**config.mk**
```make
export PLATFORM = sky130hd
export DESIGN_NAME = bus_arbiter
export DESIGN_NICKNAME = d
export VERILOG_FILES = /design/src/common/rf_types_pkg.sv /design/src/common/rf_bus_pkg.sv /design/src/hdl/bus_arbiter.sv
export SDC_FILE = /design/constraint.sdc
export NUM_CORES = 1
export LEC_CHECK = 0
export BUFFER_PORTS_ARGS = -buffer_cell sky130_fd_sc_hd__buf_4
export CORE_AREA = 4 4 160 162
export DETAILED_ROUTE_END_ITERATION = 16
export DIE_AREA = 0 0 164 166
export PLACE_DENSITY = 0.45
export SLEW_MARGIN = 0
export SYNTH_ARGS = -nofsm -noshare
export SYNTH_HDL_FRONTEND = slang
export SYNTH_SLANG_ARGS = --single-unit
```
**constraint.sdc**
```tcl
create_clock -name clk -period 1.55 [get_ports clk]
set_input_delay 0.155 -clock clk [delete_from_list [all_inputs] [get_ports clk]]
set_output_delay 0.155 -clock clk [all_outputs]
set_load 0.02 [all_outputs]
```
**src/common/rf_types_pkg.sv**
```systemverilog
// width constants and vector typedefs for lines, addresses and move counts

package rf_types_pkg;

    // one register-file line
    localparam int LINE_W = 64;

    // line address, the memory is addressed per line
    localparam int ADDR_W = 8;

    // move length in lines, 0 to 255
    localparam int COUNT_W = 8;

    // lines reachable with one address
    localparam int ADDR_SPACE = 2 ** ADDR_W;

    // payload of one line
    typedef logic [LINE_W-1:0] line_t;

    // line address, wraps modulo the address space
    typedef logic [ADDR_W-1:0] addr_t;

    // number of lines left or requested in a move
    typedef logic [COUNT_W-1:0] count_t;

endpackage

```
**src/common/rf_bus_pkg.sv**
```systemverilog
// Wishbone classic request/response structs, idle constants and the move command

package rf_bus_pkg;

    import rf_types_pkg::*;

    // master to slave, classic cycle
    // adr, we and dat stay stable from stb until ack
    typedef struct packed {
        logic  cyc;
        logic  stb;
        logic  we;
        addr_t adr;
        line_t dat;
    } wb_req_t;

    // slave to master
    // dat only valid together with ack on a read
    typedef struct packed {
        logic  ack;
        line_t dat;
    } wb_rsp_t;

    // copy count lines from src to dst, ascending
    typedef struct packed {
        addr_t  src;
        addr_t  dst;
        count_t count;
    } move_cmd_t;

    // no cycle in flight
    localparam wb_req_t WB_REQ_IDLE = '{
        cyc: 1'b0,
        stb: 1'b0,
        we:  1'b0,
        adr: '0,
        dat: '0
    };

    // no ack, data held at zero
    localparam wb_rsp_t WB_RSP_IDLE = '{
        ack: 1'b0,
        dat: '0
    };

endpackage

```
**src/hdl/bus_arbiter.sv**
```systemverilog
// two-master round-robin Wishbone classic arbiter in front of the line memory

module bus_arbiter
    import rf_bus_pkg::*;
(
    input  logic    clk,
    input  logic    rst_n,
    input  wb_req_t host_req,
    input  wb_req_t move_req,
    input  wb_rsp_t ram_rsp,
    output wb_rsp_t host_rsp,
    output wb_rsp_t move_rsp,
    output wb_req_t ram_req
);

    // grant selector: 0 host, 1 move engine
    logic gnt_q;
    logic gnt_d;
    // grant is live and the granted master reaches the RAM
    logic gnt_vld_q;
    logic gnt_vld_d;
    // master that took the last ack, 1 for the move engine
    logic last_q;

    logic host_want;
    logic move_want;
    logic cur_cyc;
    logic free;

    assign host_want = host_req.cyc && host_req.stb;
    assign move_want = move_req.cyc && move_req.stb;

    // the owner keeps the bus for as long as it holds cyc
    assign cur_cyc = gnt_q ? move_req.cyc : host_req.cyc;
    assign free    = !gnt_vld_q || !cur_cyc;

    always_comb begin
        gnt_d     = gnt_q;
        gnt_vld_d = gnt_vld_q;
        if (free) begin
            gnt_vld_d = host_want || move_want;
            if (host_want && move_want) begin
                // contention, the master not served last goes first
                gnt_d = !last_q;
            end else if (move_want) begin
                gnt_d = 1'b1;
            end else if (host_want) begin
                gnt_d = 1'b0;
            end
        end
    end

    always_ff @(posedge clk or negedge rst_n) begin
        if (!rst_n) begin
            gnt_q     <= 1'b0;
            gnt_vld_q <= 1'b0;
            last_q    <= 1'b1;
        end else begin
            gnt_q     <= gnt_d;
            gnt_vld_q <= gnt_vld_d;
            if (ram_rsp.ack) begin
                last_q <= gnt_q;
            end
        end
    end

    // request path is combinational from the registered grant
    always_comb begin
        ram_req = WB_REQ_IDLE;
        if (gnt_vld_q) begin
            ram_req = gnt_q ? move_req : host_req;
        end
    end

    // ack and read data only reach the granted master
    always_comb begin
        host_rsp = WB_RSP_IDLE;
        move_rsp = WB_RSP_IDLE;
        if (gnt_vld_q) begin
            if (gnt_q) begin
                move_rsp = ram_rsp;
            end else begin
                host_rsp = ram_rsp;
            end
        end
    end

endmodule

```
==> key figures <==
Run status
  – Status: complete, but fails checks
  – Failing checks: setup timing

Clocking
  – Latest clock arrival within the worst-skew pair: approximately 230 ps
  – Max Root-Sink Buffers: 2
  – Num CTS Buffers: 3
  – H-tree Lvls: 1
  – Root Buffer: clkbuf_16
  – CTS tree: done
  – CTS clock-pin slew for the worst setup and hold paths: around 30 ps
  – # clock sinks: 3

Route
  – Routed len/inst: approximately 16 um
  – Via count: between 3000 and 4000
  – Met2 wire len: 9180 um
  – Metal-1 WL: 6330 um
  – Residual DRC: 0
  – Post-DRT Antenna Nets: 0
  – First-pass DRT Iterations: 4
  – DR vias/cell: 3.73
  – Top sig layer: met4
  – DR iter-0 viols: 78
  – WL final: ~18000 um
  – Met3 WL post-DR: ~1800 um

Timing
  – Final setup vio count: about 200
  – RSZ-0062 raised after global routing: yes
  – Post-route setup slack: -146 ps
  – Worst-Margin Slew: 278 ps
  – Tcrit/Tclk final: 109%
  – Slew Limit Headroom: between 80% and 90%
  – Fmax: 0.590 GHz
  – Post-route minimum period: approximately 1700 ps
  – WHS: roughly 160 ps
  – Final count of hold timing violations: 0
  – Final Skew: roughly 1.1 ps
  – Fin. max-slew vios: 0

Power and ir drop
  – P_leak: 0.00366 uW
  – Pwr/cell area: between 800 and 900 nW/um2
  – VDD IR max: roughly 0.00037 V

Worst setup path
  – Critical Path Sink Type: output port
  – R2R Setup Slk: -10 ps
  – Register-to-Register Path Depth: 5
  – Worst setup SP type: flip-flop
  – RR Startpoint: gnt_q$_DFFE_PN0P_
  – Worst reg2reg path endpoint: gnt_vld_q$_DFFE_PN0P_
  – Worst Path Required: 1390 ps
  – Crit-path max FO: 16
  – Worst EP arrival: 1540 ps
  – Critical path type: reg -> out

Synth
  – Seq cells post-synth: 3
  – Post-Synthesis Cells: around 330
  – Syn_nets: between 500 and 600
  – Synth Cell Area: 2430 um2
  – Mapped Avg Cell Area: between 7 and 8 um2
  – Warnings, synthesis: 0
  – Netlist cell types: 21
  – Sequential fraction of the synthesis area: between 3 and 4%

Die
  – Placeable core region: approximately 24000 um2
  – IO Pins: 422
  – Die Width: between 150 and 200 um
  – Initial Util: roughly a tenth
  – Die ar.: 27200 um2
  – Die Span Y: 166 um
  – Row Count: 57

Job
  – Maxcap violations: 0

Worst hold path
  – Class of the worst hold path: in -> reg
  – Hold Startpoint: host_req[74]
  – Hold Crit Endpoint: gnt_q$_DFFE_PN0P_
  – Depth of the worst hold-timing path: 2

Place
  – Placed cell area: approximately 6000 um2
  – Buffers on Ports: approximately 420
  – Placed insts: 1052
  – Final Wtd Congestion: a little under 0.8
  – DP HPWL: 13300 um
  – Setup WS pre-CTS: slightly above 70 ps

Global routing
  – GRT overflow: 0
  – Number of global-route vias before repair: between 3000 and 4000
  – First-pass GRT wire length: 22000 um
  – Maximum number of pins on one net before global-route repair: between 70 and 80
  – GRT Overall Usage: between 10% and 20%
  – Initial antenna violation count: 0

Layout
  – Ant. Diodes: 0
  – Filler instances: roughly 2600
  – Finished Layout Cells: roughly 1100
  – Layout area overhead: 173%
  – Nets@finish: roughly 970
  – Layout cell share with drive strength beyond 1: between 60% and 70%
  – Final instance area: approximately 6600 um2
worst max-delay path: stages (launching register included):
cell and delay, ps:
dfrtp_4 480, buf_12 180, buf_12 180, mux2i_1 230, nor2b_1 70, buf_4 150
cell families after synthesis:
kind of cell           synth area share (%)
AOI/OAI and AO/OA                      1.23
buffers and inverters                  10.5
DFF                                    3.13
muxes                                  31.3
and+or+nand+nor                        53.9
flip-flops by register name, indices dropped and copies added (netlist names):
signal	cells
gnt_q	1
gnt_vld_q	1
last_q	1
synth_stat cells (all sizes together):
cell type | n | area, um2
and2 | 65 | 407
a31oi | 1 | 6.26
a221o | 1 | 10.0
nand3 | 1 | 5.00
nand2 | 1 | 3.75
clkbuf | 26 | 111
dfstp | 1 | 26.3
and3 | 65 | 407
mux2 | 1 | 11.3
o21ai | 1 | 5.00
buf | 13 | 144
a41oi | 1 | 8.76
mux2i | 75 | 751
nor2b | 77 | 489
dfrtp | 2 | 50.1
worst max path at each step:
stage	from	to	slack (ps)	depth (start not counted)
floorplan	gnt_q$_DFFE_PN0P_	ram_req[39]	190	5
global placement	gnt_q$_DFFE_PN0P_	ram_req[62]	60	4
detailed placement	gnt_q$_DFFE_PN0P_	ram_req[62]	70	4
CTS	gnt_q$_DFFE_PN0P_	ram_req[71]	-160	5
global route	gnt_q$_DFFE_PN0P_	host_rsp[7]	-230	5
finish	gnt_q$_DFFE_PN0P_	ram_req[46]	-150	5
cell type report:
cell class	instances	area [um2]	area share, %
sequential	3	83.8	1.26
multi-input combinational	289	2210	33.3
clock buffer	4	78.8	1.19
tap	324	405	6.11
timing repair buffer	452	3860	58.2
layout by cell type, fill, tap and decap left out:
master	Yosys	routed
a221o_1	1	1
a31oi_1	1	1
a41oi_1	1	1
and2_1	65	31
and2_4	0	34
and3_1	65	62
and3_4	0	3
buf_12	3	8
buf_16	0	2
buf_4	7	380
buf_6	1	53
buf_8	1	2
bufbuf_16	0	1
clkbuf_1	15	1
clkbuf_16	0	8
dfrtp_4	0	2
dfstp_2	1	1
dlygate4sd3_1	0	1
mux2_2	1	1
mux2i_1	75	74
mux2i_2	0	1
nand2_1	1	1
nand3_1	1	1
nor2b_1	76	76
nor2b_4	1	1
o21ai_0	1	1
where the power goes:
group | internal (uW) | switching [uW] | total, uW
Combinational | 2580 | 2450 | 5030
Clock | 340 | 75.0 | 415
Sequential | 108 | 35.9 | 144
Total | 3030 | 2560 | 5580
per-layer routing:
metal  vias up  GRT usage [%]
li1       1944              -
met1      1797           10.5
met4         0           2.48
met2       244           19.7
met5         -              0
met3         9           2.80
through the flow:
| step | power [uW] | util [%] | setup TNS [ps] |
|---|---|---|---|
| final | 5580 | 27.5 | -13290 |
| after global routing | 5890 | 27.5 | -25030 |
| after CTS | 5040 | 25.4 | -14760 |
| after detailed placement | 4500 | 24.7 | 0 |
| after global placement | 4530 | 24.7 | 0 |
| after floorplan | 2560 | - | 0 |
what timing repair did:
| action | 4_1_cts | 5_1_grt |
|---|---|---|
| hold endpoints to repair | 3 | 0 |
| pin swaps | 0 | 16 |
| resized for setup | 6 | 91 |
| gates cloned | 1 | 8 |
| buffers inserted | 2 | 4 |
| hold buffers | 1 | 0 |
| setup endpoints to repair | 136 | 185 |
No activity file was read; power rests on OpenSTA's default activity.
