`src/common/rf_types_pkg.sv`:
```
// width constants and vector typedefs for lines, addresses and move counts

package rf_types_pkg;

    // one register-file line
    localparam int LINE_W = 64;

    // line address, the memory is addressed per line
    localparam int ADDR_W = 8;

    // move length in lines, 0 to 255
    localparam int COUNT_W = 8;

    // lines reachable with one address
    localparam int ADDR_SPACE = 2 ** ADDR_W;

    // payload of one line
    typedef logic [LINE_W-1:0] line_t;

    // line address, wraps modulo the address space
    typedef logic [ADDR_W-1:0] addr_t;

    // number of lines left or requested in a move
    typedef logic [COUNT_W-1:0] count_t;

endpackage

```
`src/common/rf_bus_pkg.sv`:
```
// Wishbone classic request/response structs, idle constants and the move command

package rf_bus_pkg;

    import rf_types_pkg::*;

    // master to slave, classic cycle
    // adr, we and dat stay stable from stb until ack
    typedef struct packed {
        logic  cyc;
        logic  stb;
        logic  we;
        addr_t adr;
        line_t dat;
    } wb_req_t;

    // slave to master
    // dat only valid together with ack on a read
    typedef struct packed {
        logic  ack;
        line_t dat;
    } wb_rsp_t;

    // copy count lines from src to dst, ascending
    typedef struct packed {
        addr_t  src;
        addr_t  dst;
        count_t count;
    } move_cmd_t;

    // no cycle in flight
    localparam wb_req_t WB_REQ_IDLE = '{
        cyc: 1'b0,
        stb: 1'b0,
        we:  1'b0,
        adr: '0,
        dat: '0
    };

    // no ack, data held at zero
    localparam wb_rsp_t WB_RSP_IDLE = '{
        ack: 1'b0,
        dat: '0
    };

endpackage

```
`src/rf_move/rf_move.sv`:
```
// move engine copying runs of lines through the shared Wishbone bus

module rf_move
    import rf_types_pkg::*;
    import rf_bus_pkg::*;
(
    input  logic      clk,
    input  logic      rst_n,
    input  logic      start,
    input  move_cmd_t cmd,
    input  wb_rsp_t   rsp,
    output logic      busy,
    output wb_req_t   req
);

    typedef enum logic [1:0] {
        IDLE,
        LOAD,
        STORE
    } state_t;

    state_t state_q;
    state_t state_d;

    addr_t  src_q;
    addr_t  dst_q;
    count_t remain_q;
    line_t  buf_q;
    logic   busy_q;
    // low gap after every ack so the host can win the bus
    logic   pause_q;

    logic   accept;
    logic   last_line;
    logic   in_cycle;

    // start pulses during a move are dropped
    assign accept    = start && (state_q == IDLE) && !busy_q;
    assign last_line = (remain_q == count_t'(1));
    assign in_cycle  = (state_q != IDLE) && !pause_q;

    // one read then one write per line
    always_comb begin
        state_d = state_q;
        case (state_q)
            IDLE: begin
                if (accept && (cmd.count != '0)) begin
                    state_d = LOAD;
                end
            end
            LOAD: begin
                if (rsp.ack) begin
                    state_d = STORE;
                end
            end
            STORE: begin
                if (rsp.ack) begin
                    state_d = last_line ? IDLE : LOAD;
                end
            end
            default: begin
                state_d = IDLE;
            end
        endcase
    end

    // zero count gives one busy cycle, since state_d stays IDLE
    always_ff @(posedge clk or negedge rst_n) begin
        if (!rst_n) begin
            state_q <= IDLE;
            busy_q  <= 1'b0;
            pause_q <= 1'b0;
        end else begin
            state_q <= state_d;
            busy_q  <= accept || (state_d != IDLE);
            pause_q <= rsp.ack;
        end
    end

    // addresses wrap with the vector width
    always_ff @(posedge clk or negedge rst_n) begin
        if (!rst_n) begin
            src_q    <= '0;
            dst_q    <= '0;
            remain_q <= '0;
        end else if (accept) begin
            src_q    <= cmd.src;
            dst_q    <= cmd.dst;
            remain_q <= cmd.count;
        end else if ((state_q == STORE) && rsp.ack) begin
            src_q    <= src_q + addr_t'(1);
            dst_q    <= dst_q + addr_t'(1);
            remain_q <= remain_q - count_t'(1);
        end
    end

    // line in transit between the read and the write
    always_ff @(posedge clk) begin
        if ((state_q == LOAD) && rsp.ack) begin
            buf_q <= rsp.dat;
        end
    end

    assign req = '{
        cyc: in_cycle,
        stb: in_cycle,
        we:  (state_q == STORE),
        adr: (state_q == STORE) ? dst_q : src_q,
        dat: buf_q
    };

    assign busy = busy_q;

endmodule

```
`config.mk`:
```
export PLATFORM = sky130hd
export DESIGN_NAME = rf_move
export DESIGN_NICKNAME = d
export VERILOG_FILES = /design/src/common/rf_types_pkg.sv /design/src/common/rf_bus_pkg.sv /design/src/rf_move/rf_move.sv
export SDC_FILE = /design/constraint.sdc
export NUM_CORES = 1
export LEC_CHECK = 0
export ABC_CLOCK_PERIOD_IN_PS = 6750
export BUFFER_PORTS_ARGS = -buffer_cell sky130_fd_sc_hd__buf_4
export CORE_MARGIN = 2
export CORE_UTILIZATION = 50
export DETAILED_ROUTE_END_ITERATION = 10
export PLACE_DENSITY_LB_ADDON = 0.08
export RECOVER_POWER = 100
export SLEW_MARGIN = 20
export SYNTH_ARGS = -nofsm -noshare
export SYNTH_HDL_FRONTEND = slang
export SYNTH_SLANG_ARGS = --single-unit
export TNS_END_PERCENT = 10
```
`constraint.sdc`:
```
create_clock -name clk -period 6.75 [get_ports clk]
set_input_delay 2.025 -clock clk [delete_from_list [all_inputs] [get_ports clk]]
set_output_delay 2.025 -clock clk [all_outputs]
set_load 0.05 [all_outputs]
```
==> results of run 1 <==
-- synth_stat cells, types with 2 or more instances --
cell type	count	area, µm²
sky130_fd_sc_hd__a21o_1	3	22.5
sky130_fd_sc_hd__buf_4	2	15.0
sky130_fd_sc_hd__nand4_1	2	12.5
sky130_fd_sc_hd__o21ai_1	9	45.0
sky130_fd_sc_hd__inv_1	5	18.8
sky130_fd_sc_hd__o211ai_1	3	22.5
sky130_fd_sc_hd__clkbuf_1	4	15.0
sky130_fd_sc_hd__nor4_1	4	25.0
sky130_fd_sc_hd__a32oi_1	6	52.6
sky130_fd_sc_hd__nand3b_1	2	15.0
sky130_fd_sc_hd__a21oi_1	3	15.0
sky130_fd_sc_hd__and3_1	4	25.0
sky130_fd_sc_hd__nor2_1	20	75.1
sky130_fd_sc_hd__ha_1	4	50.1
sky130_fd_sc_hd__dfrtp_1	28	701
sky130_fd_sc_hd__a221o_1	7	70.1
sky130_fd_sc_hd__o311ai_1	3	26.3
sky130_fd_sc_hd__a22oi_1	4	30.0
sky130_fd_sc_hd__and2_1	2	12.5
sky130_fd_sc_hd__nor3_1	4	20.0
sky130_fd_sc_hd__nand3_1	4	20.0
sky130_fd_sc_hd__edfxtp_1	64	1920
sky130_fd_sc_hd__buf_2	4	20.0
sky130_fd_sc_hd__nand2_1	26	97.6
sky130_fd_sc_hd__a31oi_1	4	25.0
sky130_fd_sc_hd__mux2_2	7	78.8
sky130_fd_sc_hd__xor2_1	2	17.5
sky130_fd_sc_hd__o21ai_0	8	40.0
sky130_fd_sc_hd__nor2b_1	2	12.5
-- cell type report --
type / instances / share of cell area (%)
inverters: 5 / 0.391
clock inverters: 7 / 1.51
flip-flops and latches: 92 / 54.6
well taps: 96 / 2.50
repair buffers: 170 / 20.5
clock buffers: 9 / 2.58
multi-input cells: 139 / 17.9
-- worst max-delay path, delay by kind of cell --
family | cells | cell delay [ns]
AND/OR/NAND/NOR | 1 | 0.60
buffers and inverters | 2 | 2.30
-- registers in the layout (all words and copies together), names as in the netlist --
name / flops
buf_q: 64
busy: 1
dst_q: 8
pause_q: 1
remain_q: 8
src_q: 8
state_q: 2
-- how the worst max path moves through the flow --
stage	from	endpoint	slack, ns	cells past startpoint
6_report	rsp[64]	buf_q[59]$_DFFE_PP_	1.72	3
5_1_grt	rsp[64]	buf_q[31]$_DFFE_PP_	1.46	3
4_1_cts	state_q[1]$_DFF_PN0_	req[71]	2.42	3
3_5_place_dp	state_q[1]$_DFF_PN0_	req[71]	2.80	3
3_3_place_gp	state_q[1]$_DFF_PN0_	req[71]	2.86	3
2_1_floorplan	state_q[1]$_DFF_PN0_	req[66]	2.73	3
-- cells in the final DEF, fill, tap and decap left out, drive strengths merged, types with 4 or more instances in the layout --
cell type,instances
a221o,7
a22oi,4
a31oi,4
a32oi,6
and3,4
buf,25
clkbuf,154
dfrtp,28
edfxtp,64
ha,4
inv,7
mux2,7
nand2,26
nand3,4
nor2,21
nor3,4
nor4,4
o21ai,17
o311ai,4
-- routing by layer --
layer | GRT usage (%) | vias up
li1 | - | 1282
met1 | 26.9 | 1341
met2 | 39.2 | 126
met3 | 5.13 | 14
met4 | 9.78 | 0
met5 | 0 | -
-- power groups by stage --
stage	clock network, mW	registers (mW)	logic (mW)
3_5_place_dp	0	0.880	0.852
3_3_place_gp	0	0.873	0.836
2_1_floorplan	0	1.06	0.411
4_1_cts	0.375	0.868	0.853
6_report	0.365	0.869	0.762
5_1_grt	0.393	0.889	0.819
-- metrics by stage --
stage / area, µm² / instances / total power [mW]
2_1_floorplan: 3570 / 246 / 1.47
5_1_grt: 4800 / 518 / 2.10
3_3_place_gp: 4910 / 501 / 1.71
6_report: 4800 / 518 / 2.00
4_1_cts: 5100 / 517 / 2.10
3_5_place_dp: 4910 / 501 / 1.73
-- cells by family after synthesis --
logic type,after synthesis,synth area share [%]
flops,92,73.5
simple gates,74,10.2
compound gates,52,10.3
buf+inv,15,1.93
mux,7,2.21
fa+ha+maj,4,1.40
xor+xnor,2,0.491
==> out/metrics.sh, run 1 <==
SYNTH-EDFF-COUNT=64
CLOCK_TREE.BUFFER_DEPTH=2
SLEW_HEADROOM_PCT=-93.9
POST-ROUTE-PERIOD-UTIL_PCT=74.5
DETAILROUTE.VIA_COUNT=2763
GRT_START_MAX_NET_PINS=57
CTS_HOLD_REPAIR.BUFFERS=0
CTS-BUFFERS-INSERTED=9
WORST_SLACK_ON_HOLD_PATHS_NS=0.546
ANT_NETS=0
SYNTH.YOSYS.SEQ_AREA_SHARE_PCT=73.5
CTS_SETUP_BUFFERS=0
POST_SYNTH_NUM_CELL_TYPES=35
ROUTED-WL-MET2_MM=4.68
MIN_FROM='src_q[7]$_DFFE_PN0P_'
CRIT_TOP_CELL='sky130_fd_sc_hd__clkbuf_1'
SYN_AREA_PER_CELL_UM2=14.5
SETUP_VIOL=0
HOLD-PATH-ENDPOINT='src_q[7]$_DFFE_PN0P_'
TOP_SIGNAL_LAYER_USED='met4'
WORST_PATH_ARRIVAL_TIME_NS=4.95
INITIAL_UTILIZATION_PCT=52.2
FLOORPLAN_DIE_AREA_UM2=7830
FILLERINSTANCES=603
REGAREA_UM2=2620
RR_STARTPOINT='state_q[0]$_DFF_PN0_'
CTS_ROOT_BUF='sky130_fd_sc_hd__clkbuf_8'
DRT_ITER0_DRC=137
WORST_SKEW_PAIR.LATE_LATENCY_NS=0.35
DETAIL_ROUTE.VIAS_PER_CELL=5.33
GP_CONGESTION=0.838
IOPINCOUNT=168
FP.DIEH_UM=88.5
CTS_NUM_SINKS=92
MAX-CAP-VIOLATIONS=2
DP_SLACK_NS=2.80
STATIC-LEAKAGE-POWER_nW=1.91
LAYOUT-DRIVE-GT1-SHARE_PCT=26.5
ROWS=30
POWER.COMBINATIONAL.FRACTION_PCT=38.2
PLACE.DETAILED.HPWL_MM=6.62
RRSETUPSLACK_NS=2.92
CELLINTERNALPOWER_mW=1.13
MIN_PERIOD_NS=5.03
ROUTEDLENGTHMET1_MM=3.54
STARTPOINT_TYPE='primary input'
P_CLK_SHARE_PCT=18.3
REGTOREGENDPOINT='buf_q[59]$_DFFE_PP_'
POSTLAYOUTSETUPSLACKWORST_NS=1.72
HTREE_NUM_LEVELS=3
COMBINED_AREA_OF_THE_MULTI_INPUT_LOGIC_CELLS_UM2=858
CLK_PIN_SLEW_NS=0.09
CRITICAL_PATH.SLOWEST_CELL='sky130_fd_sc_hd__clkbuf_1'
SYNTH_WARNINGS=0
POSTSYNTH.ASYNCRESETSHARE_PCT=30.4
OVERFLOW=0
FAILING_CHECKS='capacitance limit, slew limit'
CRIT_PATH_MAX_FANOUT=56
MET3_LENGTH_UM=606
FINAL.SETUP.TNS_NS=0
DRT-TOTAL-WL_MM=8.99
SYNTH_AREA_UM2=3570
POWERDENSITY_nW_PER_UM2=416
CRITICAL_PATH.MAX_STAGE_DELAY_NS=2.12
PORT-BUFFER-COUNT=167
POSTSYNTHREGISTERBITS=92
REPORT.FINAL.HOLD_VIOL_COUNT=0
CTS_RESIZED=0
WORST-R2R-CELL-COUNT=3
POST-ROUTE-DRC-COUNT=0
HOLDPATHSTAGES=1
VIAS_IN_THE_FIRST_GLOBAL_ROUTE=2542
LAYOUT-AREA-OVERHEAD-VS-SYNTH_PCT=34.5
DIE-WIDTH_UM=88.5
WORST_HOLD_PATH_TYPE='reg2reg'
POWER.SWITCHING_FRACTION_PCT=43.3
CORE_REGION_AREA_UM2=6830
UNREPAIRED_SETUP_ENDPOINTS_AFTER_GLOBAL_ROUTING='false'
STATUS='complete, but fails checks'
IR_DROP_V=0.000237
TIMING.CRITICAL_PATH.REQUIRED_NS=6.67
WORSTSETUPENDPOINTTYPE='flop'
CTS_TREE='done'
MAX_CLOCK_FREQ_GHz=0.199
SYNTH_NETS=342
DRTPASS1ITERATIONS=4
NUMBER_OF_ANTENNA_VIOLATIONS_AT_THE_FIRST_CHECK_IN_GLOBAL_ROUTING=0
GLOBAL_ROUTE_WIRE_LENGTH_BEFORE_REPAIR_MM=13.1
ANTENNA_CELLS_INSERTED=0
PATH_CLASS='in2reg'
WIRE_PER_INST_UM=17.4
TIMING_MAX_TRANSITION_VIOLATIONS_FINAL=85
POST-ROUTE-UTIL_PCT=70.3
PROPORTION_OF_POWER_DRAWN_BY_FLIP_FLOPS_AND_LATCHES_PCT=43.5
GLOBALROUTETOTALUTIL_PCT=22.5
SYN_INST=246
TOTAL_SWITCHING_POWER_uW=864
TIMING.CLOCK.SKEW_NS=0.0100
WORSTPATHCELLLIST='clkbuf_1 > and2_0 > clkbuf_1'
FIN_NETS=513
WORSTMARGINPINSLEW_NS=2.91
YS.FLOP_TYPE='sky130_fd_sc_hd__edfxtp_1'
Power figures use the tool's default switching activity.
==> run 2: changes to the inputs <==
Settings changed: ABC_CLOCK_PERIOD_IN_PS 6750 to 4700, CORE_UTILIZATION 50 to 46.
Clock period 6.75 ns to 4.7 ns, I/O delays scaled along.
==> out/metrics.sh, run 2 (same netlist as run 1, synthesis figures left out) <==
CTS_NUM_SINKS=92
LAYOUT.CELLS.MOST_COMMON_LIST='sky130_fd_sc_hd__clkbuf_1, sky130_fd_sc_hd__clkbuf_4, sky130_fd_sc_hd__edfxtp_1'
POST-ROUTE-PERIOD-UTIL_PCT=77.0
GLOBAL_ROUTE_WIRE_LENGTH_BEFORE_REPAIR_MM=13.3
CRIT_FAMILY='buffers and inverters'
LARGEST_REGISTER_FF_COUNT=64
CORE_REGION_AREA_UM2=7610
POSTLAYOUTCELLAREA_UM2=4800
LAYOUT-DRIVE-GT1-SHARE_PCT=27.2
DETAIL_ROUTE.VIAS_PER_CELL=5.13
OVERFLOW=0
WIRE_PER_INST_UM=16.3
STATUS='complete, but fails checks'
ANT_NETS=0
POST-ROUTE-UTIL_PCT=63.1
CTS_RESIZED=0
CTS-BUFFERS-INSERTED=9
POWERDENSITY_nW_PER_UM2=586
WORST_PATH_ARRIVAL_TIME_NS=2.21
CLOCK_TREE.BUFFER_DEPTH=2
FILLERINSTANCES=695
CTS_SETUP_BUFFERS=0
WORST_SKEW_PAIR.LATE_LATENCY_NS=0.35
WORST_SLACK_ON_HOLD_PATHS_NS=0.546
LARGEST_REGISTER='buf_q'
TIMING.CRITICAL_PATH.REQUIRED_NS=3.29
SETUP_VIOL=0
DRT-TOTAL-WL_MM=8.58
WORSTSETUPENDPOINTTYPE='output port'
CELLINTERNALPOWER_mW=1.58
MIN_PERIOD_NS=3.62
FLOORPLAN_DIE_AREA_UM2=8480
MAX-CAP-VIOLATIONS=2
TIMING.CLOCK.SKEW_NS=0.00583
P_CLK_SHARE_PCT=16.8
CRITICAL_PATH.MAX_STAGE_DELAY_NS=0.51
FP.DIEH_UM=92.1
NUMBER_OF_ANTENNA_VIOLATIONS_AT_THE_FIRST_CHECK_IN_GLOBAL_ROUTING=0
HTREE_NUM_LEVELS=3
POST-ROUTE-DRC-COUNT=0
GLOBALROUTETOTALUTIL_PCT=20.3
SLEW_HEADROOM_PCT=-21.3
REPORT.FINAL.HOLD_VIOL_COUNT=0
STATIC-LEAKAGE-POWER_nW=1.91
POWER.SWITCHING_FRACTION_PCT=43.9
DRT_ITER0_DRC=105
DPL_CELL_AREA_UM2=4920
REGAREA_UM2=2620
LAYOUT-AREA-OVERHEAD-VS-SYNTH_PCT=34.5
INITIAL_UTILIZATION_PCT=46.9
FAILING_CHECKS='capacitance limit, slew limit'
FIN_NETS=514
TOTAL_SWITCHING_POWER_mW=1.23
MAX_CLOCK_FREQ_GHz=0.276
ROWS=32
GP_CONGESTION=0.795
WORSTMARGINPINSLEW_NS=1.82
POWER.COMBINATIONAL.FRACTION_PCT=38.9
UNREPAIRED_SETUP_ENDPOINTS_AFTER_GLOBAL_ROUTING='false'
PROPORTION_OF_POWER_DRAWN_BY_FLIP_FLOPS_AND_LATCHES_PCT=44.3
FINAL.SETUP.TNS_NS=0
DRTPASS1ITERATIONS=4
CRITICAL_PATH.N_BUFFERS_INVERTERS=2
WORST_HOLD_PATH_TYPE='reg2reg'
TIMING_MAX_TRANSITION_VIOLATIONS_FINAL=60
COMBINED_AREA_OF_THE_MULTI_INPUT_LOGIC_CELLS_UM2=861
CLK_PIN_SLEW_NS=0.09
GRT_START_MAX_NET_PINS=37
CRIT_PATH_MAX_FANOUT=12
CRITICAL_PATH.SLOWEST_CELL='sky130_fd_sc_hd__clkbuf_1'
VIAS_IN_THE_FIRST_GLOBAL_ROUTE=2443
CTS_ROOT_BUF='sky130_fd_sc_hd__clkbuf_8'
CTS_HOLD_REPAIR.BUFFERS=0
LAYOUT.CELLS.MOST_COMMON='sky130_fd_sc_hd__clkbuf_1'
PLACE.DETAILED.HPWL_MM=6.19
IOPINCOUNT=168
STARTPOINT_TYPE='flop'
CRIT_TOP_CELL='sky130_fd_sc_hd__clkbuf_1'
PORT-BUFFER-COUNT=167
CTS_TREE='done'
DIE-WIDTH_UM=92.1
WORSTPATHCELLLIST='nor2b_1 > clkbuf_1 > mux2_2 > clkbuf_1'
IR_DROP_V=0.000388
DETAILROUTE.VIA_COUNT=2694
PATH_CLASS='reg2out'
ANTENNA_CELLS_INSERTED=0
==> run 2: through the flow <==
stage | total power, mW | std cells | setup slack, ns
global route | 2.97 | 525 | 0.818
global placement | 2.46 | 508 | 1.60
finish | 2.81 | 525 | 1.08
floorplan | 2.11 | 246 | 1.30
CTS | 2.95 | 524 | 1.53
detailed placement | 2.49 | 508 | 1.58
==> run 2: area by class of cell <==
cell class                 count  share of cell area [%]
clock inverter                 6                   0.965
timing repair buffer         171                    20.7
multi-input combinational    139                    17.9
sequential                    92                    54.7
tap                          102                    2.66
clock buffer                  10                    2.66
inverter                       5                   0.391
==> run 2: power by group through the flow <==
stage,combinational [mW],clock [mW],sequential (mW)
finish,1.09,0.472,1.25
global route,1.18,0.514,1.28
CTS,1.22,0.483,1.25
detailed placement,1.22,0,1.27
global placement,1.20,0,1.26
floorplan,0.590,0,1.52
==> run 2: path summary, 6_finish.rpt <==
kind                                      start                   end  slack (ns)  cells after the start
min in group asynchronous                 rst_n  dst_q[1]$_DFFE_PN0P_        1.43                      1
hold reg to reg            dst_q[7]$_DFFE_PN0P_  dst_q[7]$_DFFE_PN0P_        0.55                      1
setup reg to reg           state_q[0]$_DFF_PN0_   buf_q[16]$_DFFE_PP_        1.69                      3
hold / removal             dst_q[7]$_DFFE_PN0P_  dst_q[7]$_DFFE_PN0P_        0.55                      1
setup / recovery           state_q[1]$_DFF_PN0_               req[71]        1.08                      4
max in group asynchronous                 rst_n  src_q[1]$_DFFE_PN0P_        2.37                      1
==> run 2: worst reg2reg max path: stages (launching register included) <==
cell,delay (ns)
sky130_fd_sc_hd__dfrtp_1,0.44
sky130_fd_sc_hd__nor2b_1,0.23
sky130_fd_sc_hd__and2_0,1.38
sky130_fd_sc_hd__buf_4,0.60
==> run 2: layer usage <==
metal | global-route usage [%] | share of wire, %
met1 | 28.6 | 42
met2 | 32.2 | 49
met3 | 4.03 | 7.4
met4 | 6.34 | 1.1
met5 | 0 | 0
==> run 3: changes to the inputs <==
Settings changed: ABC_CLOCK_PERIOD_IN_PS 4700 to 3500.
Clock period 4.7 ns to 3.5 ns, I/O delays scaled along.
==> out/metrics.sh, run 3 (same netlist as run 1, synthesis figures left out) <==
STATUS='complete, but fails checks'
FAILING_CHECKS='capacitance limit, slew limit'
POST-ROUTE-DRC-COUNT=0
WORSTSETUPENDPOINTTYPE='output port'
LAYOUT.CELLS.MOST_COMMON='sky130_fd_sc_hd__clkbuf_1'
ROWS=32
FILLERINSTANCES=688
CLK_PIN_SLEW_NS=0.09
NUMBER_OF_ANTENNA_VIOLATIONS_AT_THE_FIRST_CHECK_IN_GLOBAL_ROUTING=0
REGTOREGENDPOINT='buf_q[56]$_DFFE_PP_'
CLOCK_TREE.BUFFER_DEPTH=2
POWERDENSITY_nW_PER_UM2=803
CTS_RESIZED=0
IOPINCOUNT=168
CTS_TREE='done'
FLOORPLAN_DIE_AREA_UM2=8480
HTREE_NUM_LEVELS=3
SETUP_VIOL=0
SLEW_HEADROOM_PCT=-2.67
MIN_PERIOD_NS=3.18
WORST_SKEW_PAIR.LATE_LATENCY_NS=0.35
DRTPASS1ITERATIONS=4
MAX-CAP-VIOLATIONS=2
PORT-BUFFER-COUNT=167
DETAIL_ROUTE.VIAS_PER_CELL=5.16
GP_CONGESTION=0.779
STARTPOINT_TYPE='flop'
LARGEST_REGISTER='buf_q'
ANT_NETS=0
CTS_HOLD_REPAIR.BUFFERS=0
CTS-BUFFERS-INSERTED=9
CTS_SETUP_BUFFERS=0
FINALPOWER_mW=3.90
MIN_FROM='src_q[7]$_DFFE_PN0P_'
WIRE_PER_INST_UM=16.2
WORSTPATHCELLLIST='nor2b_1 > clkbuf_1 > mux2_2 > buf_4'
WORSTMARGINPINSLEW_NS=1.54
TIMING_MAX_TRANSITION_VIOLATIONS_FINAL=51
TIMING.CRITICAL_PATH.REQUIRED_NS=2.45
FP.DIEH_UM=92.1
CRITICAL_PATH.MAX_STAGE_DELAY_NS=0.43
UNREPAIRED_SETUP_ENDPOINTS_AFTER_GLOBAL_ROUTING='false'
POST-ROUTE-PERIOD-UTIL_PCT=90.8
DRT_ITER0_DRC=118
CRIT_PATH_MAX_FANOUT=8
CTS_NUM_SINKS=92
TIMING.CLOCK.SKEW_NS=0.0105
GLOBALROUTETOTALUTIL_PCT=20.2
LAYOUT-DRIVE-GT1-SHARE_PCT=28.3
GRT_START_MAX_NET_PINS=45
RR_STARTPOINT='state_q[0]$_DFF_PN0_'
PLACE.DETAILED.HPWL_MM=6.28
FINAL.SETUP.TNS_NS=0
PATH_CLASS='reg2out'
ANTENNA_CELLS_INSERTED=0
FIN_NETS=515
CORE_REGION_AREA_UM2=7610
WORST-R2R-CELL-COUNT=3
LAYOUT-AREA-OVERHEAD-VS-SYNTH_PCT=36.0
OVERFLOW=0
WORST_PATH_ARRIVAL_TIME_NS=2.13
INITIAL_UTILIZATION_PCT=46.9
RRSETUPSLACK_NS=1.01
DIE-WIDTH_UM=92.1
REGAREA_UM2=2620
WORST_HOLD_PATH_TYPE='reg2reg'
CTS_ROOT_BUF='sky130_fd_sc_hd__clkbuf_8'
LARGEST_REGISTER_FF_COUNT=64
COMBINED_AREA_OF_THE_MULTI_INPUT_LOGIC_CELLS_UM2=861
MAX_CLOCK_FREQ_GHz=0.315
FILLER_FREE_CELL_COUNT_OF_THE_FINISHED_DESIGN=526
NUMPLACEDINSTANCES=510
GLOBAL_ROUTE_WIRE_LENGTH_BEFORE_REPAIR_MM=13.2
VIAS_IN_THE_FIRST_GLOBAL_ROUTE=2489
DETAILROUTE.VIA_COUNT=2713
IR_DROP_V=0.000650
HOLDPATHSTAGES=1
HOLD-PATH-ENDPOINT='src_q[7]$_DFFE_PN0P_'
CRITICAL_PATH.SLOWEST_CELL='sky130_fd_sc_hd__nor2b_1'
DRT-TOTAL-WL_MM=8.55
STATIC-LEAKAGE-POWER_nW=1.94
REPORT.FINAL.HOLD_VIOL_COUNT=0
LAYOUT.CELLS.MOST_COMMON_LIST='sky130_fd_sc_hd__clkbuf_1, sky130_fd_sc_hd__clkbuf_4, sky130_fd_sc_hd__edfxtp_1'
## run 3: changes by cell type in the layout (fill, tap and decap cells not counted)
cell	previous run	this run
sky130_fd_sc_hd__buf_4	27	31
sky130_fd_sc_hd__o311ai_0	1	4
sky130_fd_sc_hd__bufinv_16	0	1
sky130_fd_sc_hd__clkbuf_1	79	75
sky130_fd_sc_hd__o311ai_1	3	0
sky130_fd_sc_hd__buf_12	0	1
sky130_fd_sc_hd__clkinvlp_4	2	3
sky130_fd_sc_hd__buf_6	1	0
sky130_fd_sc_hd__clkinv_2	1	0
sky130_fd_sc_hd__clkbuf_2	0	1
sky130_fd_sc_hd__o21ai_1	0	8
sky130_fd_sc_hd__clkinv_4	1	0
sky130_fd_sc_hd__o21ai_0	17	9
## run 3: final cells by class
type / count / area share, %
Timing Repair Buffer: 172 / 21.1
Tap cell: 102 / 2.63
Inverter: 5 / 0.387
Clock buffer: 10 / 2.63
Clock inverter: 6 / 1.44
Sequential cell: 92 / 54.1
Multi-Input combinational cell: 139 / 17.7
## run 3: stage by stage
step	area [µm²]	utilization, %	setup WS, ns	hold WS (ns)
detailed placement	4950	65.1	0.781	0.531
CTS	5150	67.7	0.385	0.551
finish	4850	63.8	0.324	0.551
global placement	4950	65.1	0.837	0.515
global route	4850	63.8	0.166	0.583
floorplan	3570	-	0.460	0.481
## run 3: worst max-delay path, delay by kind of cell, from the launching register on
family        cells  cell delay, ns
buf+inv           2            0.56
simple gates      1            0.43
flops             1            0.42
mux               1            0.38
## run 3: worst max path at each step
| stage | startpoint | end | depth (start not counted) |
|---|---|---|---|
| floorplan | state_q[1]$_DFF_PN0_ | req[66] | 3 |
| global placement | state_q[1]$_DFF_PN0_ | req[67] | 4 |
| detailed placement | state_q[1]$_DFF_PN0_ | req[64] | 4 |
| CTS | state_q[1]$_DFF_PN0_ | req[64] | 4 |
| global route | state_q[1]$_DFF_PN0_ | req[67] | 4 |
| finish | state_q[1]$_DFF_PN0_ | req[64] | 4 |
## run 3: per-layer routing
| layer | GRT usage, % | vias to the layer above | routed length, µm |
|---|---|---|---|
| li1 | - | 1285 | - |
| met1 | 27.9 | 1296 | 3690 |
| met2 | 32.2 | 119 | 4120 |
| met3 | 3.53 | 13 | 603 |
| met4 | 7.46 | 0 | 131 |
| met5 | 0 | - | 0 |
## run 3: power breakdown
part,switching [mW],internal [mW],leakage [nW]
clock network,0.374,0.335,0.0895
registers,0.204,1.46,0.938
logic,1.10,0.426,0.910
total,1.67,2.22,1.94
